[src/hw/vlsu_pkg.sv]
package vlsu_pkg;

  ////////////////////
  // Register file
  ////////////////////

  // One lane, so a register-file word is one 32-bit element slot
  localparam int unsigned ElemWidth = 32;
  localparam int unsigned ElemBytes = ElemWidth / 8;

  localparam int unsigned VregWords    = 8;
  localparam int unsigned NrVregs      = 32;
  localparam int unsigned VregIdWidth  = $clog2(NrVregs);
  localparam int unsigned VrfAddrWidth = 8;

  ////////////////////
  // Instruction
  ////////////////////

  // Holds both the element count and the byte count
  localparam int unsigned VlWidth = 6;

  // Instruction tag returned with the response
  localparam int unsigned InsnIdWidth = 5;

  // Encoded as log2 of the element size in bytes
  typedef enum logic [1:0] {
    ew_8  = 2'd0,
    ew_16 = 2'd1,
    ew_32 = 2'd2
  } vsew_e;

  typedef enum logic {
    op_vle = 1'b0,
    op_vse = 1'b1
  } vlsu_op_e;

endpackage

[src/hw/vlsu_mem_pkg.sv]
package vlsu_mem_pkg;

  localparam int unsigned AddrWidth = 32;
  localparam int unsigned DataWidth = 32;
  localparam int unsigned StrbWidth = DataWidth / 8;

  // Buffer depth, which also bounds the loads in flight
  localparam int unsigned NrOutstanding = 8;
  localparam int unsigned IdWidth       = $clog2(NrOutstanding);

endpackage

[src/hw/vlsu_sequencer.sv]
module vlsu_sequencer (
  input  logic                                 clk_i,
  input  logic                                 rst_i,
  // Instruction request and response
  input  logic                                 req_valid_i,
  output logic                                 req_ready_o,
  input  vlsu_pkg::vlsu_op_e                   req_op_i,
  input  vlsu_pkg::vsew_e                      req_vsew_i,
  input  logic [vlsu_pkg::VlWidth-1:0]         req_vl_i,
  input  logic [vlsu_mem_pkg::AddrWidth-1:0]   req_base_i,
  input  logic [vlsu_pkg::VregIdWidth-1:0]     req_vd_i,
  input  logic [vlsu_pkg::InsnIdWidth-1:0]     req_id_i,
  output logic                                 rsp_valid_o,
  output logic [vlsu_pkg::InsnIdWidth-1:0]     rsp_id_o,
  output logic [vlsu_pkg::VregIdWidth-1:0]     rsp_vd_o,
  // Register-file port control
  output logic                                 start_o,
  output vlsu_pkg::vlsu_op_e                   op_o,
  output logic [vlsu_pkg::VregIdWidth-1:0]     vd_o,
  output vlsu_pkg::vsew_e                      vsew_o,
  output logic [vlsu_pkg::VlWidth-1:0]         nbytes_o,
  input  logic                                 vrf_done_i,
  // Memory request
  output logic                                 mem_valid_o,
  input  logic                                 mem_ready_i,
  output logic [vlsu_mem_pkg::AddrWidth-1:0]   mem_addr_o,
  output logic                                 mem_we_o,
  output logic [vlsu_mem_pkg::StrbWidth-1:0]   mem_strb_o,
  output logic [vlsu_mem_pkg::DataWidth-1:0]   mem_wdata_o,
  output logic [vlsu_mem_pkg::IdWidth-1:0]     mem_id_o,
  output logic                                 mem_last_o,
  // Reorder buffer
  input  logic                                 buf_full_i,
  input  logic [vlsu_mem_pkg::IdWidth-1:0]     buf_alloc_id_i,
  output logic                                 buf_alloc_o,
  input  logic                                 buf_valid_i,
  input  logic [vlsu_mem_pkg::DataWidth-1:0]   buf_rdata_i,
  input  logic [vlsu_mem_pkg::IdWidth-1:0]     buf_rid_i,
  output logic                                 buf_pop_o
);

  import vlsu_pkg::*;
  import vlsu_mem_pkg::*;

  typedef enum logic [1:0] {
    st_idle,
    st_run,
    st_resp
  } seq_state_e;

  seq_state_e             state_q;
  logic                   accept;
  logic                   is_load;
  logic                   start_q;
  logic                   vrf_seen_q;
  logic                   mem_xfer;
  logic                   mem_done;
  logic [VlWidth-1:0]     mem_cnt_q;
  logic [VlWidth-1:0]     mem_left;
  logic [AddrWidth-1:0]   base_q;
  logic [InsnIdWidth-1:0] id_q;

  // A finished instruction leaves the unit free again in its response cycle
  assign req_ready_o = state_q != st_run;
  assign accept      = req_valid_i & req_ready_o;
  assign is_load     = op_o == op_vle;

  assign rsp_valid_o = state_q == st_resp;
  assign rsp_id_o    = id_q;
  assign rsp_vd_o    = vd_o;
  assign start_o     = start_q;

  ////////////////////
  // Memory side
  ////////////////////

  assign mem_left   = nbytes_o - mem_cnt_q;
  assign mem_done   = mem_left == '0;
  assign mem_last_o = mem_left <= VlWidth'(ElemBytes);

  // Loads need a free buffer id, stores need the next word in order
  assign mem_valid_o = (state_q == st_run) & ~mem_done & (is_load ? ~buf_full_i : buf_valid_i);
  assign mem_xfer    = mem_valid_o & mem_ready_i;

  assign mem_addr_o  = base_q + AddrWidth'(mem_cnt_q);
  assign mem_we_o    = ~is_load;
  assign mem_wdata_o = buf_rdata_i;
  assign mem_id_o    = is_load ? buf_alloc_id_i : buf_rid_i;

  assign buf_alloc_o = mem_xfer & is_load;
  assign buf_pop_o   = mem_xfer & ~is_load;

  // Full strobe except for the tail of the last word
  always_comb begin
    for (int b = 0; b < StrbWidth; b++) begin
      mem_strb_o[b] = b < mem_left;
    end
  end

  ////////////////////
  // Control
  ////////////////////

  always_ff @(posedge clk_i) begin
    if (rst_i) begin
      state_q    <= st_idle;
      start_q    <= 1'b0;
      vrf_seen_q <= 1'b0;
      op_o       <= op_vle;
      nbytes_o   <= '0;
      mem_cnt_q  <= '0;
    end else begin
      start_q <= accept;
      if (vrf_done_i) begin
        vrf_seen_q <= 1'b1;
      end
      unique case (state_q)
        st_idle, st_resp: begin
          state_q <= st_idle;
          if (accept) begin
            state_q    <= st_run;
            vrf_seen_q <= 1'b0;
            op_o       <= req_op_i;
            // Elements to bytes by a shift of log2 of the element size
            nbytes_o   <= req_vl_i << req_vsew_i;
            mem_cnt_q  <= '0;
          end
        end
        st_run: begin
          if (mem_xfer) begin
            mem_cnt_q <= mem_last_o ? nbytes_o : mem_cnt_q + VlWidth'(ElemBytes);
          end
          if (mem_done && (vrf_seen_q || vrf_done_i)) begin
            state_q <= st_resp;
          end
        end
        default: state_q <= st_idle;
      endcase
    end
  end

  // Instruction fields kept for the whole run
  always_ff @(posedge clk_i) begin
    if (accept) begin
      vsew_o <= req_vsew_i;
      vd_o   <= req_vd_i;
      id_q   <= req_id_i;
      base_q <= req_base_i;
    end
  end

endmodule

[src/hw/vlsu_reorder_buffer.sv]
module vlsu_reorder_buffer (
  input  logic                               clk_i,
  input  logic                               rst_i,
  // Id allocation
  input  logic                               alloc_i,
  output logic [vlsu_mem_pkg::IdWidth-1:0]   alloc_id_o,
  output logic                               full_o,
  // Writes by id, in any order
  input  logic                               push_i,
  input  logic [vlsu_mem_pkg::IdWidth-1:0]   push_id_i,
  input  logic [vlsu_mem_pkg::DataWidth-1:0] push_data_i,
  // In-order read side
  input  logic                               pop_i,
  output logic                               valid_o,
  output logic [vlsu_mem_pkg::DataWidth-1:0] rdata_o,
  output logic [vlsu_mem_pkg::IdWidth-1:0]   rid_o
);

  import vlsu_mem_pkg::*;

  logic [DataWidth-1:0]     data_q [NrOutstanding];
  logic [NrOutstanding-1:0] valid_q;
  // Entry handed out and not yet popped
  logic [NrOutstanding-1:0] used_q;
  logic [IdWidth-1:0]       alloc_ptr_q;
  logic [IdWidth-1:0]       rd_ptr_q;

  assign alloc_id_o = alloc_ptr_q;
  assign full_o     = used_q[alloc_ptr_q];

  assign valid_o = valid_q[rd_ptr_q];
  assign rdata_o = data_q[rd_ptr_q];
  assign rid_o   = rd_ptr_q;

  ////////////////////
  // Flags, pointers
  ////////////////////

  always_ff @(posedge clk_i) begin
    if (rst_i) begin
      valid_q     <= '0;
      used_q      <= '0;
      alloc_ptr_q <= '0;
      rd_ptr_q    <= '0;
    end else begin
      if (alloc_i) begin
        used_q[alloc_ptr_q] <= 1'b1;
        alloc_ptr_q         <= alloc_ptr_q + 1'b1;
      end
      if (push_i) begin
        valid_q[push_id_i] <= 1'b1;
      end
      // The read entry is always allocated, so it never collides with alloc
      if (pop_i) begin
        valid_q[rd_ptr_q] <= 1'b0;
        used_q[rd_ptr_q]  <= 1'b0;
        rd_ptr_q          <= rd_ptr_q + 1'b1;
      end
    end
  end

  always_ff @(posedge clk_i) begin
    if (push_i) begin
      data_q[push_id_i] <= push_data_i;
    end
  end

endmodule

[src/hw/vlsu_vrf_port.sv]
module vlsu_vrf_port (
  input  logic                                 clk_i,
  input  logic                                 rst_i,
  // Control from the sequencer
  input  logic                                 start_i,
  input  vlsu_pkg::vlsu_op_e                   op_i,
  input  logic [vlsu_pkg::VregIdWidth-1:0]     vd_i,
  input  logic [vlsu_pkg::VlWidth-1:0]         nbytes_i,
  output logic                                 done_o,
  // Reorder buffer
  input  logic                                 buf_valid_i,
  input  logic [vlsu_pkg::ElemWidth-1:0]       buf_rdata_i,
  output logic                                 buf_pop_o,
  input  logic                                 buf_full_i,
  input  logic [vlsu_mem_pkg::IdWidth-1:0]     buf_alloc_id_i,
  output logic                                 buf_alloc_o,
  output logic                                 buf_push_o,
  output logic [vlsu_mem_pkg::IdWidth-1:0]     buf_push_id_o,
  output logic [vlsu_pkg::ElemWidth-1:0]       buf_push_data_o,
  // Register file write
  output logic                                 vrf_we_o,
  output logic [vlsu_pkg::VrfAddrWidth-1:0]    vrf_waddr_o,
  output logic [vlsu_pkg::ElemWidth-1:0]       vrf_wdata_o,
  output logic [vlsu_pkg::ElemBytes-1:0]       vrf_wbe_o,
  input  logic                                 vrf_wvalid_i,
  // Register file read
  output logic                                 vrf_re_o,
  output logic [vlsu_pkg::VrfAddrWidth-1:0]    vrf_raddr_o,
  input  logic [vlsu_pkg::ElemWidth-1:0]       vrf_rdata_i,
  input  logic                                 vrf_rvalid_i
);

  import vlsu_pkg::*;

  logic                    active_q;
  logic                    done_q;
  vlsu_op_e                op_q;
  logic [VregIdWidth-1:0]  vd_q;
  logic [VlWidth-1:0]      nbytes_q;
  logic [VlWidth-1:0]      cnt_q;
  logic [VlWidth-1:0]      left;
  logic                    last;
  logic                    xfer;
  logic [VrfAddrWidth-1:0] word_addr;

  assign left = nbytes_q - cnt_q;
  assign last = left <= VlWidth'(ElemBytes);

  // Register vd starts at word vd*VregWords
  assign word_addr = VrfAddrWidth'(vd_q * VregWords) + VrfAddrWidth'(cnt_q >> $clog2(ElemBytes));

  always_comb begin
    for (int b = 0; b < ElemBytes; b++) begin
      vrf_wbe_o[b] = b < left;
    end
  end

  ////////////////////
  // Load path
  ////////////////////

  // Buffer head goes straight to the register file, in order
  assign vrf_we_o    = active_q & (op_q == op_vle) & buf_valid_i;
  assign vrf_waddr_o = word_addr;
  assign vrf_wdata_o = buf_rdata_i;
  assign buf_pop_o   = vrf_we_o & vrf_wvalid_i;

  ////////////////////
  // Store path
  ////////////////////

  // Read only when the word has a buffer slot to land in
  assign vrf_re_o        = active_q & (op_q == op_vse) & ~buf_full_i;
  assign vrf_raddr_o     = word_addr;
  assign buf_push_o      = vrf_re_o & vrf_rvalid_i;
  assign buf_alloc_o     = buf_push_o;
  assign buf_push_id_o   = buf_alloc_id_i;
  assign buf_push_data_o = vrf_rdata_i;

  assign xfer   = buf_pop_o | buf_push_o;
  assign done_o = done_q;

  always_ff @(posedge clk_i) begin
    if (rst_i) begin
      active_q <= 1'b0;
      done_q   <= 1'b0;
      op_q     <= op_vle;
      cnt_q    <= '0;
    end else begin
      done_q <= 1'b0;
      if (start_i) begin
        op_q     <= op_i;
        cnt_q    <= '0;
        // An empty access finishes at once
        active_q <= nbytes_i != '0;
        done_q   <= nbytes_i == '0;
      end else if (xfer) begin
        cnt_q <= cnt_q + VlWidth'(ElemBytes);
        if (last) begin
          active_q <= 1'b0;
          done_q   <= 1'b1;
        end
      end
    end
  end

  always_ff @(posedge clk_i) begin
    if (start_i) begin
      vd_q     <= vd_i;
      nbytes_q <= nbytes_i;
    end
  end

endmodule

[src/hw/vlsu_top.sv]
module vlsu_top (
  input  logic                                 clk_i,
  input  logic                                 rst_i,
  // Instruction request
  input  logic                                 req_valid_i,
  output logic                                 req_ready_o,
  input  vlsu_pkg::vlsu_op_e                   req_op_i,
  input  vlsu_pkg::vsew_e                      req_vsew_i,
  input  logic [vlsu_pkg::VlWidth-1:0]         req_vl_i,
  input  logic [vlsu_mem_pkg::AddrWidth-1:0]   req_base_i,
  input  logic [vlsu_pkg::VregIdWidth-1:0]     req_vd_i,
  input  logic [vlsu_pkg::InsnIdWidth-1:0]     req_id_i,
  // Response
  output logic                                 rsp_valid_o,
  output logic [vlsu_pkg::InsnIdWidth-1:0]     rsp_id_o,
  output logic [vlsu_pkg::VregIdWidth-1:0]     rsp_vd_o,
  // Memory request
  output logic                                 mem_valid_o,
  input  logic                                 mem_ready_i,
  output logic [vlsu_mem_pkg::AddrWidth-1:0]   mem_addr_o,
  output logic                                 mem_we_o,
  output logic [vlsu_mem_pkg::StrbWidth-1:0]   mem_strb_o,
  output logic [vlsu_mem_pkg::DataWidth-1:0]   mem_wdata_o,
  output logic [vlsu_mem_pkg::IdWidth-1:0]     mem_id_o,
  output logic                                 mem_last_o,
  // Memory result, loads only
  input  logic                                 result_valid_i,
  input  logic [vlsu_mem_pkg::IdWidth-1:0]     result_id_i,
  input  logic [vlsu_mem_pkg::DataWidth-1:0]   result_rdata_i,
  // Register file
  output logic                                 vrf_we_o,
  output logic [vlsu_pkg::VrfAddrWidth-1:0]    vrf_waddr_o,
  output logic [vlsu_pkg::ElemWidth-1:0]       vrf_wdata_o,
  output logic [vlsu_pkg::ElemBytes-1:0]       vrf_wbe_o,
  input  logic                                 vrf_wvalid_i,
  output logic                                 vrf_re_o,
  output logic [vlsu_pkg::VrfAddrWidth-1:0]    vrf_raddr_o,
  input  logic [vlsu_pkg::ElemWidth-1:0]       vrf_rdata_i,
  input  logic                                 vrf_rvalid_i
);

  import vlsu_pkg::*;
  import vlsu_mem_pkg::*;

  // Sequencer to register-file port
  logic                   start;
  vlsu_op_e               op;
  logic [VregIdWidth-1:0] vd;
  logic [VlWidth-1:0]     nbytes;
  logic                   vrf_done;

  // Reorder buffer
  logic                 seq_alloc;
  logic                 seq_pop;
  logic                 port_alloc;
  logic                 port_pop;
  logic                 port_push;
  logic [IdWidth-1:0]   port_push_id;
  logic [DataWidth-1:0] port_push_data;
  logic                 buf_push;
  logic [IdWidth-1:0]   buf_push_id;
  logic [DataWidth-1:0] buf_push_data;
  logic [IdWidth-1:0]   buf_alloc_id;
  logic                 buf_full;
  logic                 buf_valid;
  logic [DataWidth-1:0] buf_rdata;
  logic [IdWidth-1:0]   buf_rid;

  // Loads fill the buffer from memory, stores from the register file
  assign buf_push      = (op == op_vle) ? result_valid_i : port_push;
  assign buf_push_id   = (op == op_vle) ? result_id_i : port_push_id;
  assign buf_push_data = (op == op_vle) ? result_rdata_i : port_push_data;

  vlsu_sequencer u_sequencer (
    .clk_i         (clk_i),
    .rst_i         (rst_i),
    .req_valid_i   (req_valid_i),
    .req_ready_o   (req_ready_o),
    .req_op_i      (req_op_i),
    .req_vsew_i    (req_vsew_i),
    .req_vl_i      (req_vl_i),
    .req_base_i    (req_base_i),
    .req_vd_i      (req_vd_i),
    .req_id_i      (req_id_i),
    .rsp_valid_o   (rsp_valid_o),
    .rsp_id_o      (rsp_id_o),
    .rsp_vd_o      (rsp_vd_o),
    .start_o       (start),
    .op_o          (op),
    .vd_o          (vd),
    .vsew_o        (),
    .nbytes_o      (nbytes),
    .vrf_done_i    (vrf_done),
    .mem_valid_o   (mem_valid_o),
    .mem_ready_i   (mem_ready_i),
    .mem_addr_o    (mem_addr_o),
    .mem_we_o      (mem_we_o),
    .mem_strb_o    (mem_strb_o),
    .mem_wdata_o   (mem_wdata_o),
    .mem_id_o      (mem_id_o),
    .mem_last_o    (mem_last_o),
    .buf_full_i    (buf_full),
    .buf_alloc_id_i(buf_alloc_id),
    .buf_alloc_o   (seq_alloc),
    .buf_valid_i   (buf_valid),
    .buf_rdata_i   (buf_rdata),
    .buf_rid_i     (buf_rid),
    .buf_pop_o     (seq_pop)
  );

  // Only one side allocates and pops for a given op
  vlsu_reorder_buffer u_buffer (
    .clk_i      (clk_i),
    .rst_i      (rst_i),
    .alloc_i    (seq_alloc | port_alloc),
    .alloc_id_o (buf_alloc_id),
    .full_o     (buf_full),
    .push_i     (buf_push),
    .push_id_i  (buf_push_id),
    .push_data_i(buf_push_data),
    .pop_i      (seq_pop | port_pop),
    .valid_o    (buf_valid),
    .rdata_o    (buf_rdata),
    .rid_o      (buf_rid)
  );

  vlsu_vrf_port u_vrf_port (
    .clk_i          (clk_i),
    .rst_i          (rst_i),
    .start_i        (start),
    .op_i           (op),
    .vd_i           (vd),
    .nbytes_i       (nbytes),
    .done_o         (vrf_done),
    .buf_valid_i    (buf_valid),
    .buf_rdata_i    (buf_rdata),
    .buf_pop_o      (port_pop),
    .buf_full_i     (buf_full),
    .buf_alloc_id_i (buf_alloc_id),
    .buf_alloc_o    (port_alloc),
    .buf_push_o     (port_push),
    .buf_push_id_o  (port_push_id),
    .buf_push_data_o(port_push_data),
    .vrf_we_o       (vrf_we_o),
    .vrf_waddr_o    (vrf_waddr_o),
    .vrf_wdata_o    (vrf_wdata_o),
    .vrf_wbe_o      (vrf_wbe_o),
    .vrf_wvalid_i   (vrf_wvalid_i),
    .vrf_re_o       (vrf_re_o),
    .vrf_raddr_o    (vrf_raddr_o),
    .vrf_rdata_i    (vrf_rdata_i),
    .vrf_rvalid_i   (vrf_rvalid_i)
  );

endmodule

[config.mk]
export PLATFORM = sky130hd
export DESIGN_NAME = vlsu_top
export DESIGN_NICKNAME = d
export VERILOG_FILES = /design/src/hw/vlsu_pkg.sv /design/src/hw/vlsu_mem_pkg.sv /design/src/hw/vlsu_sequencer.sv /design/src/hw/vlsu_reorder_buffer.sv /design/src/hw/vlsu_vrf_port.sv /design/src/hw/vlsu_top.sv
export SDC_FILE = /design/constraint.sdc
export NUM_CORES = 1
export LEC_CHECK = 0
export BUFFER_PORTS_ARGS = -buffer_cell sky130_fd_sc_hd__buf_2
export CAP_MARGIN = 20
export CELL_PAD_IN_SITES_DETAIL_PLACEMENT = 1
export CELL_PAD_IN_SITES_GLOBAL_PLACEMENT = 2
export CORE_MARGIN = 3
export CORE_UTILIZATION = 37
export DETAILED_ROUTE_END_ITERATION = 6
export GPL_ROUTABILITY_DRIVEN = 0
export PLACE_DENSITY_LB_ADDON = 0.12
export SLEW_MARGIN = 0
export SYNTH_ARGS = -nofsm -noshare
export SYNTH_HDL_FRONTEND = slang
export SYNTH_HIERARCHICAL = 1
export SYNTH_SLANG_ARGS = --single-unit
[constraint.sdc]
create_clock -name clk_i -period 5.85 [get_ports clk_i]
set_clock_uncertainty 0.15 [all_clocks]
set_input_delay 1.17 -clock clk_i [delete_from_list [all_inputs] [get_ports clk_i]]
set_output_delay 1.17 -clock clk_i [all_outputs]
set_load 0.05 [all_outputs]
==> results of run 1 <==
[critical path: cells and delay by family (launching register included)]
| family | cells | cell delay, ns |
|---|---|---|
| AOI/OAI and AO/OA | 3 | 1.13 |
| adders and majority gates | 2 | 0.66 |
| buffers and inverters | 2 | 0.31 |
| DFF | 1 | 0.41 |
| and+or+nand+nor | 2 | 0.35 |
[routing by layer]
layer | global-route usage | share of wire | wire length, um
met5 | 0 | 0.00034 | 13
met4 | 0.0367 | 0.016 | 617
met3 | 0.0357 | 0.049 | 1880
met2 | 0.273 | 0.49 | 18700
met1 | 0.208 | 0.44 | 16800
[metrics by stage]
| step | area [sq um] | setup slack, ns | hold slack, ns |
|---|---|---|---|
| after floorplan | 16600 | 0.939 | 0.290 |
| after global placement | 17700 | 1.76 | 0.281 |
| after detailed placement | 17700 | 1.67 | 0.285 |
| after CTS | 19000 | 1.04 | 0.301 |
| after global routing | 19000 | 0.858 | 0.310 |
| final | 19000 | 1.12 | 0.296 |
[worst max-delay path by stage]
stage	startpoint	to	depth (start not counted)
3_3_place_gp	u_sequencer/nbytes_o[0]	mem_strb_o[2]	9
2_1_floorplan	u_buffer/alloc_id_o[1]	u_buffer/data_q[4][0]	9
5_1_grt	u_sequencer/nbytes_o[0]	mem_strb_o[2]	9
4_1_cts	u_sequencer/nbytes_o[0]	mem_strb_o[2]	9
3_5_place_dp	u_sequencer/nbytes_o[0]	mem_strb_o[2]	9
6_report	u_sequencer/nbytes_o[0]	mem_strb_o[2]	9
[registers in the layout, indices dropped and copies added (netlist names), 2 cells and up, named ones only]
name and cells:
u_sequencer/base_q 32, u_vrf_port/cnt_q 4, u_vrf_port/nbytes_q 6, u_buffer/data_q 256
u_vrf_port/vd_q 5, u_buffer/alloc_id_o 3, u_sequencer/nbytes_o 6, u_buffer/rid_o 3
u_buffer/used_q 8, u_sequencer/rsp_id_o 5, u_sequencer/mem_cnt_q 6, u_sequencer/rsp_vd_o 5
u_buffer/valid_q 8, u_sequencer/state_q 2
[cell type report]
cell class                 instances  area (sq um)  area share
clock buffer                      56          1130      0.0596
sequential                       358         10300       0.540
tap                              585           732      0.0385
clock inverter                    20           146     0.00770
multi-input combinational        491          5160       0.271
inverter                          24          90.1     0.00474
antenna                            3          7.51    0.000395
timing repair buffer             283          1480      0.0776
[report_power, final]
group | switching [mW] | internal (mW)
sequential | 0.0507 | 2.88
clock | 1.02 | 1.41
combinational | 0.448 | 0.204
==> reports/results.ini, run 1 <==
[sta]
relSlewSlack = 0.368
hold_viol_final = 0
min_period_over_period = 0.809
fin_setup_tns_ns = 0
layout_min_cycle_time_ns = 4.73
setup_violations = 0
slew_viol_final = 0
rsz0062_at_grt = no
tightest_slew_ns = 0.943
fmaxAchievable_ghz = 0.211

[clocking]
cts_sinks = 358
cts_tree = done
cts.path.max_buffers = 3
clkTransAtPathRegs_ns = 0.06
postCtsResizedCells = 0
post_cts_buffers = 0
htree_levels = 2
clkLatencyLatePin_ns = 0.55
ctsHoldBuffers = 0
root_buffer = clkbuf_16
numCtsBuffers = 41

[drt]
finalWirelength_um = 38000
avgViaCountPerCell = 4.99
ant_nets = 0
drt_iter0_drc = 401
via_count = 9078
drc = 0
drt_pre_antenna_iters = 4
wl_per_cell_um = 20.9

[global_route]
grt_pass1_vias = 9718
grt_max_degree = 65
grt_first_pass_wirelength_um = 58100
antenna_found_initial = 4
grt-ovfl-total = 0
grt_usage = 0.159

[setup_path]
cp_slowest_stage_delay_ns = 0.54
r2r_start = u_buffer/alloc_id_o[1]
required_ns = 4.53
crit_path_end_kind = primary output
worstRegToRegCells = 8
timing.rr.end = u_buffer/data_q[4][1]
criticalPathCategory = flip-flop to primary output
crit_chain = inv_1 -> ha_1 -> fa_1 -> nor2b_1 -> nand2_1 -> o41a_1 -> a311oi_1 -> o21ai_0 -> buf_2
arrival_ns = 3.41
start_kind = flip-flop
cp_slowest_cell = a311oi_1
r2r_slack_ns = 1.94
cp_max_fo = 5

[cells_and_area]
final_cell_mix = edfxtp_1 (309), buf_2 (264), dfxtp_1 (45), mux2_2 (43)
instances_no_fill = 1820
utilization = 0.435
finalNetCount = 1347
final_common_cell = edfxtp_1
syn2layout_area_growth_pct = 14.5
fill_cells = 4354
layout-drive-gt1-share = 0.382

[power_and_ir_drop]
p_total_mw = 6.01
cellPowerDensity_nw_per_um2 = 316
leakagePower_nw = 6.90
vdd_ir_drop_max_uv = 173

[floorplanning]
pin_count = 265
die_h_um = 218
num_rows = 76
initial_core_util = 0.380
fp.dieW_um = 218
coreArea_sq_um = 43700
dieArea_sq_um = 47500

[synthesis]
netlist_instances = 1034
synth_warnings = 6
syn-num-nets = 1182
netlist_area_sq_um = 16600
syn_avg_cell_area_sq_um = 16.1

[outcome]
status = finished clean

[placement]
dp_cells = 1740
dp_hpwl_um = 25100
port_buffers = 264

[min_path]
min_path_cells = 0
hold_start = u_sequencer/rsp_vd_o[4]
worstHoldPathType = flip-flop to flip-flop
whs_endpoint = u_vrf_port/vd_q[4]

[flow_run]
cap_viol_max_count = 0

No activity file was read; power rests on OpenSTA's default activity.
==> inputs of run 2 (changes only) <==
- ABC_AREA: not set -> 1
- CORE_UTILIZATION: 37 -> 32
- clock period: 5.85 -> 4.1 ns (I/O delays scaled with it)
==> reports/results.ini, run 2 <==
[outcome]
status = finished clean

[cells_and_area]
regArea_sq_um = 10300  ; about the same
largest-register = u_buffer/data_q
final_cell_mix = nand2_1 (665), inv_1 (362), edfxtp_1 (309), buf_2 (260), nand3_1 (160)
multi_input_area_sq_um = 5300  ; +2.7%
syn2layout_area_growth_pct = 15.1
diodes = 0  ; -3
final_common_cell = nand2_1
largest_reg_flops = 256  ; unchanged
finalNetCount = 2316  ; +72%
layout-drive-gt1-share = 0.190  ; -0.193
reg_top3 = u_buffer/data_q (256), u_sequencer/base_q (32)
fill_cells = 6544  ; +50%
utilization = 0.375  ; -0.0593

[global_route]
antenna_found_initial = 0  ; -4
grt_pass1_vias = 13569  ; +40%
grt_usage = 0.168  ; +0.00855
grt-ovfl-total = 0  ; unchanged
grt_max_degree = 88  ; +35%
grt_first_pass_wirelength_um = 77800  ; +34%

[sta]
rsz0062_at_grt = no
fmaxAchievable_ghz = 0.256
hold_viol_final = 0  ; unchanged
fin_ws_ns = 0.197  ; -0.919 ns
min_period_over_period = 0.952
fin_setup_tns_ns = 0  ; unchanged
relSlewSlack = 0.390  ; +0.0217
slew_viol_final = 0  ; unchanged
tightest_slew_ns = 0.915  ; -0.0274 ns
layout_min_cycle_time_ns = 3.90
setup_violations = 0  ; unchanged

[floorplanning]
initial_core_util = 0.326  ; -0.0535
fp.dieW_um = 244  ; +12%
die_h_um = 244  ; +12%
coreArea_sq_um = 55600  ; +27%
pin_count = 265  ; unchanged
num_rows = 86  ; +13%
dieArea_sq_um = 59600  ; +26%

[power_and_ir_drop]
p_comb_frac = 0.173  ; +0.065
clkPwrFrac = 0.390  ; -0.014
cellPowerDensity_nw_per_um2 = 468  ; +48%
p_seq_frac = 0.437  ; -0.051
leakagePower_nw = 9.72  ; +41%
internal_power_mw = 6.87  ; +53%
netSwitchingFraction = 0.297  ; +0.0452
vdd_ir_drop_max_uv = 298  ; +73%
switching_power_mw = 2.91  ; +92%

[setup_path]
r2r_slack_ns = 1.02  ; -0.92 ns
start_kind = flip-flop
cp_max_fo = 5  ; unchanged
timing.rr.end = u_buffer/used_q[4]
worstRegToRegCells = 15  ; +7
required_ns = 3.13  ; -1.40 ns
crit_path_end_kind = primary output
r2r_start = u_sequencer/nbytes_o[0]
criticalPathCategory = flip-flop to primary output
arrival_ns = 2.93  ; -0.48 ns

[clocking]
htree_levels = 2  ; unchanged
clkLatencyLatePin_ns = 0.58  ; +0.03 ns
ctsHoldBuffers = 0  ; unchanged
cts.path.max_buffers = 3  ; unchanged
root_buffer = clkbuf_16
clkTransAtPathRegs_ns = 0.06  ; about the same
cts_tree = done
cts_sinks = 358  ; unchanged
numCtsBuffers = 43  ; +4.9%

[drt]
drt_pre_antenna_iters = 4  ; unchanged
via_count = 13070  ; +44%
drc = 0  ; unchanged
ant_nets = 0  ; unchanged
finalWirelength_um = 50300  ; +32%
avgViaCountPerCell = 4.43  ; -11%
drt_iter0_drc = 433  ; +8.0%
wl_per_cell_um = 17.1  ; -18%

[placement]
port_buffers = 264  ; unchanged
dp_hpwl_um = 33000  ; +32%
pre_cts_slack_ns = 0.595  ; -1.07 ns

[synthesis]
synth_warnings = 6  ; unchanged
netlist_area_sq_um = 18100  ; +9.3%
syn-num-nets = 2159  ; +83%
syn_avg_cell_area_sq_um = 9.02  ; -44%
netlist_instances = 2011  ; +94%

[min_path]
whs_endpoint = u_sequencer/rsp_id_o[3]
hold_start = req_id_i[3]
worstHoldPathType = input pin to flip-flop
min_path_cells = 1  ; +1

[flow_run]
cap_viol_max_count = 0  ; unchanged

run 2: how the worst max path moves through the flow:
stage | from | cells after the start | slack, ns | to
finish | u_sequencer/mem_cnt_q[0] | 13 | 0.20 | mem_addr_o[26]
global placement | u_sequencer/mem_cnt_q[0] | 15 | 0.63 | mem_addr_o[20]
global route | u_sequencer/base_q[3] | 10 | 0.01 | mem_addr_o[29]
CTS | u_sequencer/mem_cnt_q[0] | 16 | 0.02 | mem_addr_o[20]
floorplan | u_sequencer/mem_cnt_q[0] | 12 | 0.52 | mem_addr_o[16]
detailed placement | u_sequencer/mem_cnt_q[0] | 15 | 0.59 | mem_addr_o[20]
run 2: repair_timing:
item	4_1_cts	5_1_grt
resized for setup	2	11
setup endpoints to repair	2	8
pin swaps	0	5
setup buffers	0	2
run 2: through the flow:
stage	instances	power (mW)	hold slack [ns]	area, sq um
finish	2948	9.78	0.267	20900
floorplan	2011	5.66	0.279	18100
detailed placement	2869	6.07	0.285	19400
global placement	2869	6.04	0.285	19400
CTS	2946	9.94	0.225	20800
global route	2948	10.2	0.238	20900
run 2: critical path, stage by stage, from the launching register on:
cell     delay (ns)
dfxtp_2        0.36
ha_4           0.14
inv_1          0.05
fa_2           0.38
inv_2          0.06
nand3_2        0.07
a21oi_2        0.14
nor2_2         0.08
nor3_4         0.28
inv_1          0.07
nor2_1         0.17
nand4_1        0.14
xor2_1         0.15
buf_2          0.28
run 2: power by group through the flow:
stage	combinational [mW]	sequential (mW)	clock, mW
final	1.69	4.28	3.81
after global placement	1.69	4.35	0
after global routing	1.86	4.29	4.08
after floorplan	1.32	4.34	0
after detailed placement	1.72	4.35	0
after CTS	1.72	4.28	3.94
run 2: metal layers:
layer / up-vias / wire, um / global-route usage
li1: 6499 / - / -
met4: 0 / 820 / 0.0379
met5: - / 0 / 0
met2: 199 / 25100 / 0.301
met1: 6319 / 22500 / 0.213
met3: 53 / 1870 / 0.0262
run 2: area by class of cell:
class / instances / area share
Sequential cell: 358 / 0.492
Multi-Input combinational cell: 1108 / 0.254
Timing Repair Buffer: 286 / 0.0748
Inverter: 371 / 0.0672
Clock buffer: 55 / 0.0561
Tap cell: 748 / 0.0448
Clock inverter: 22 / 0.0116
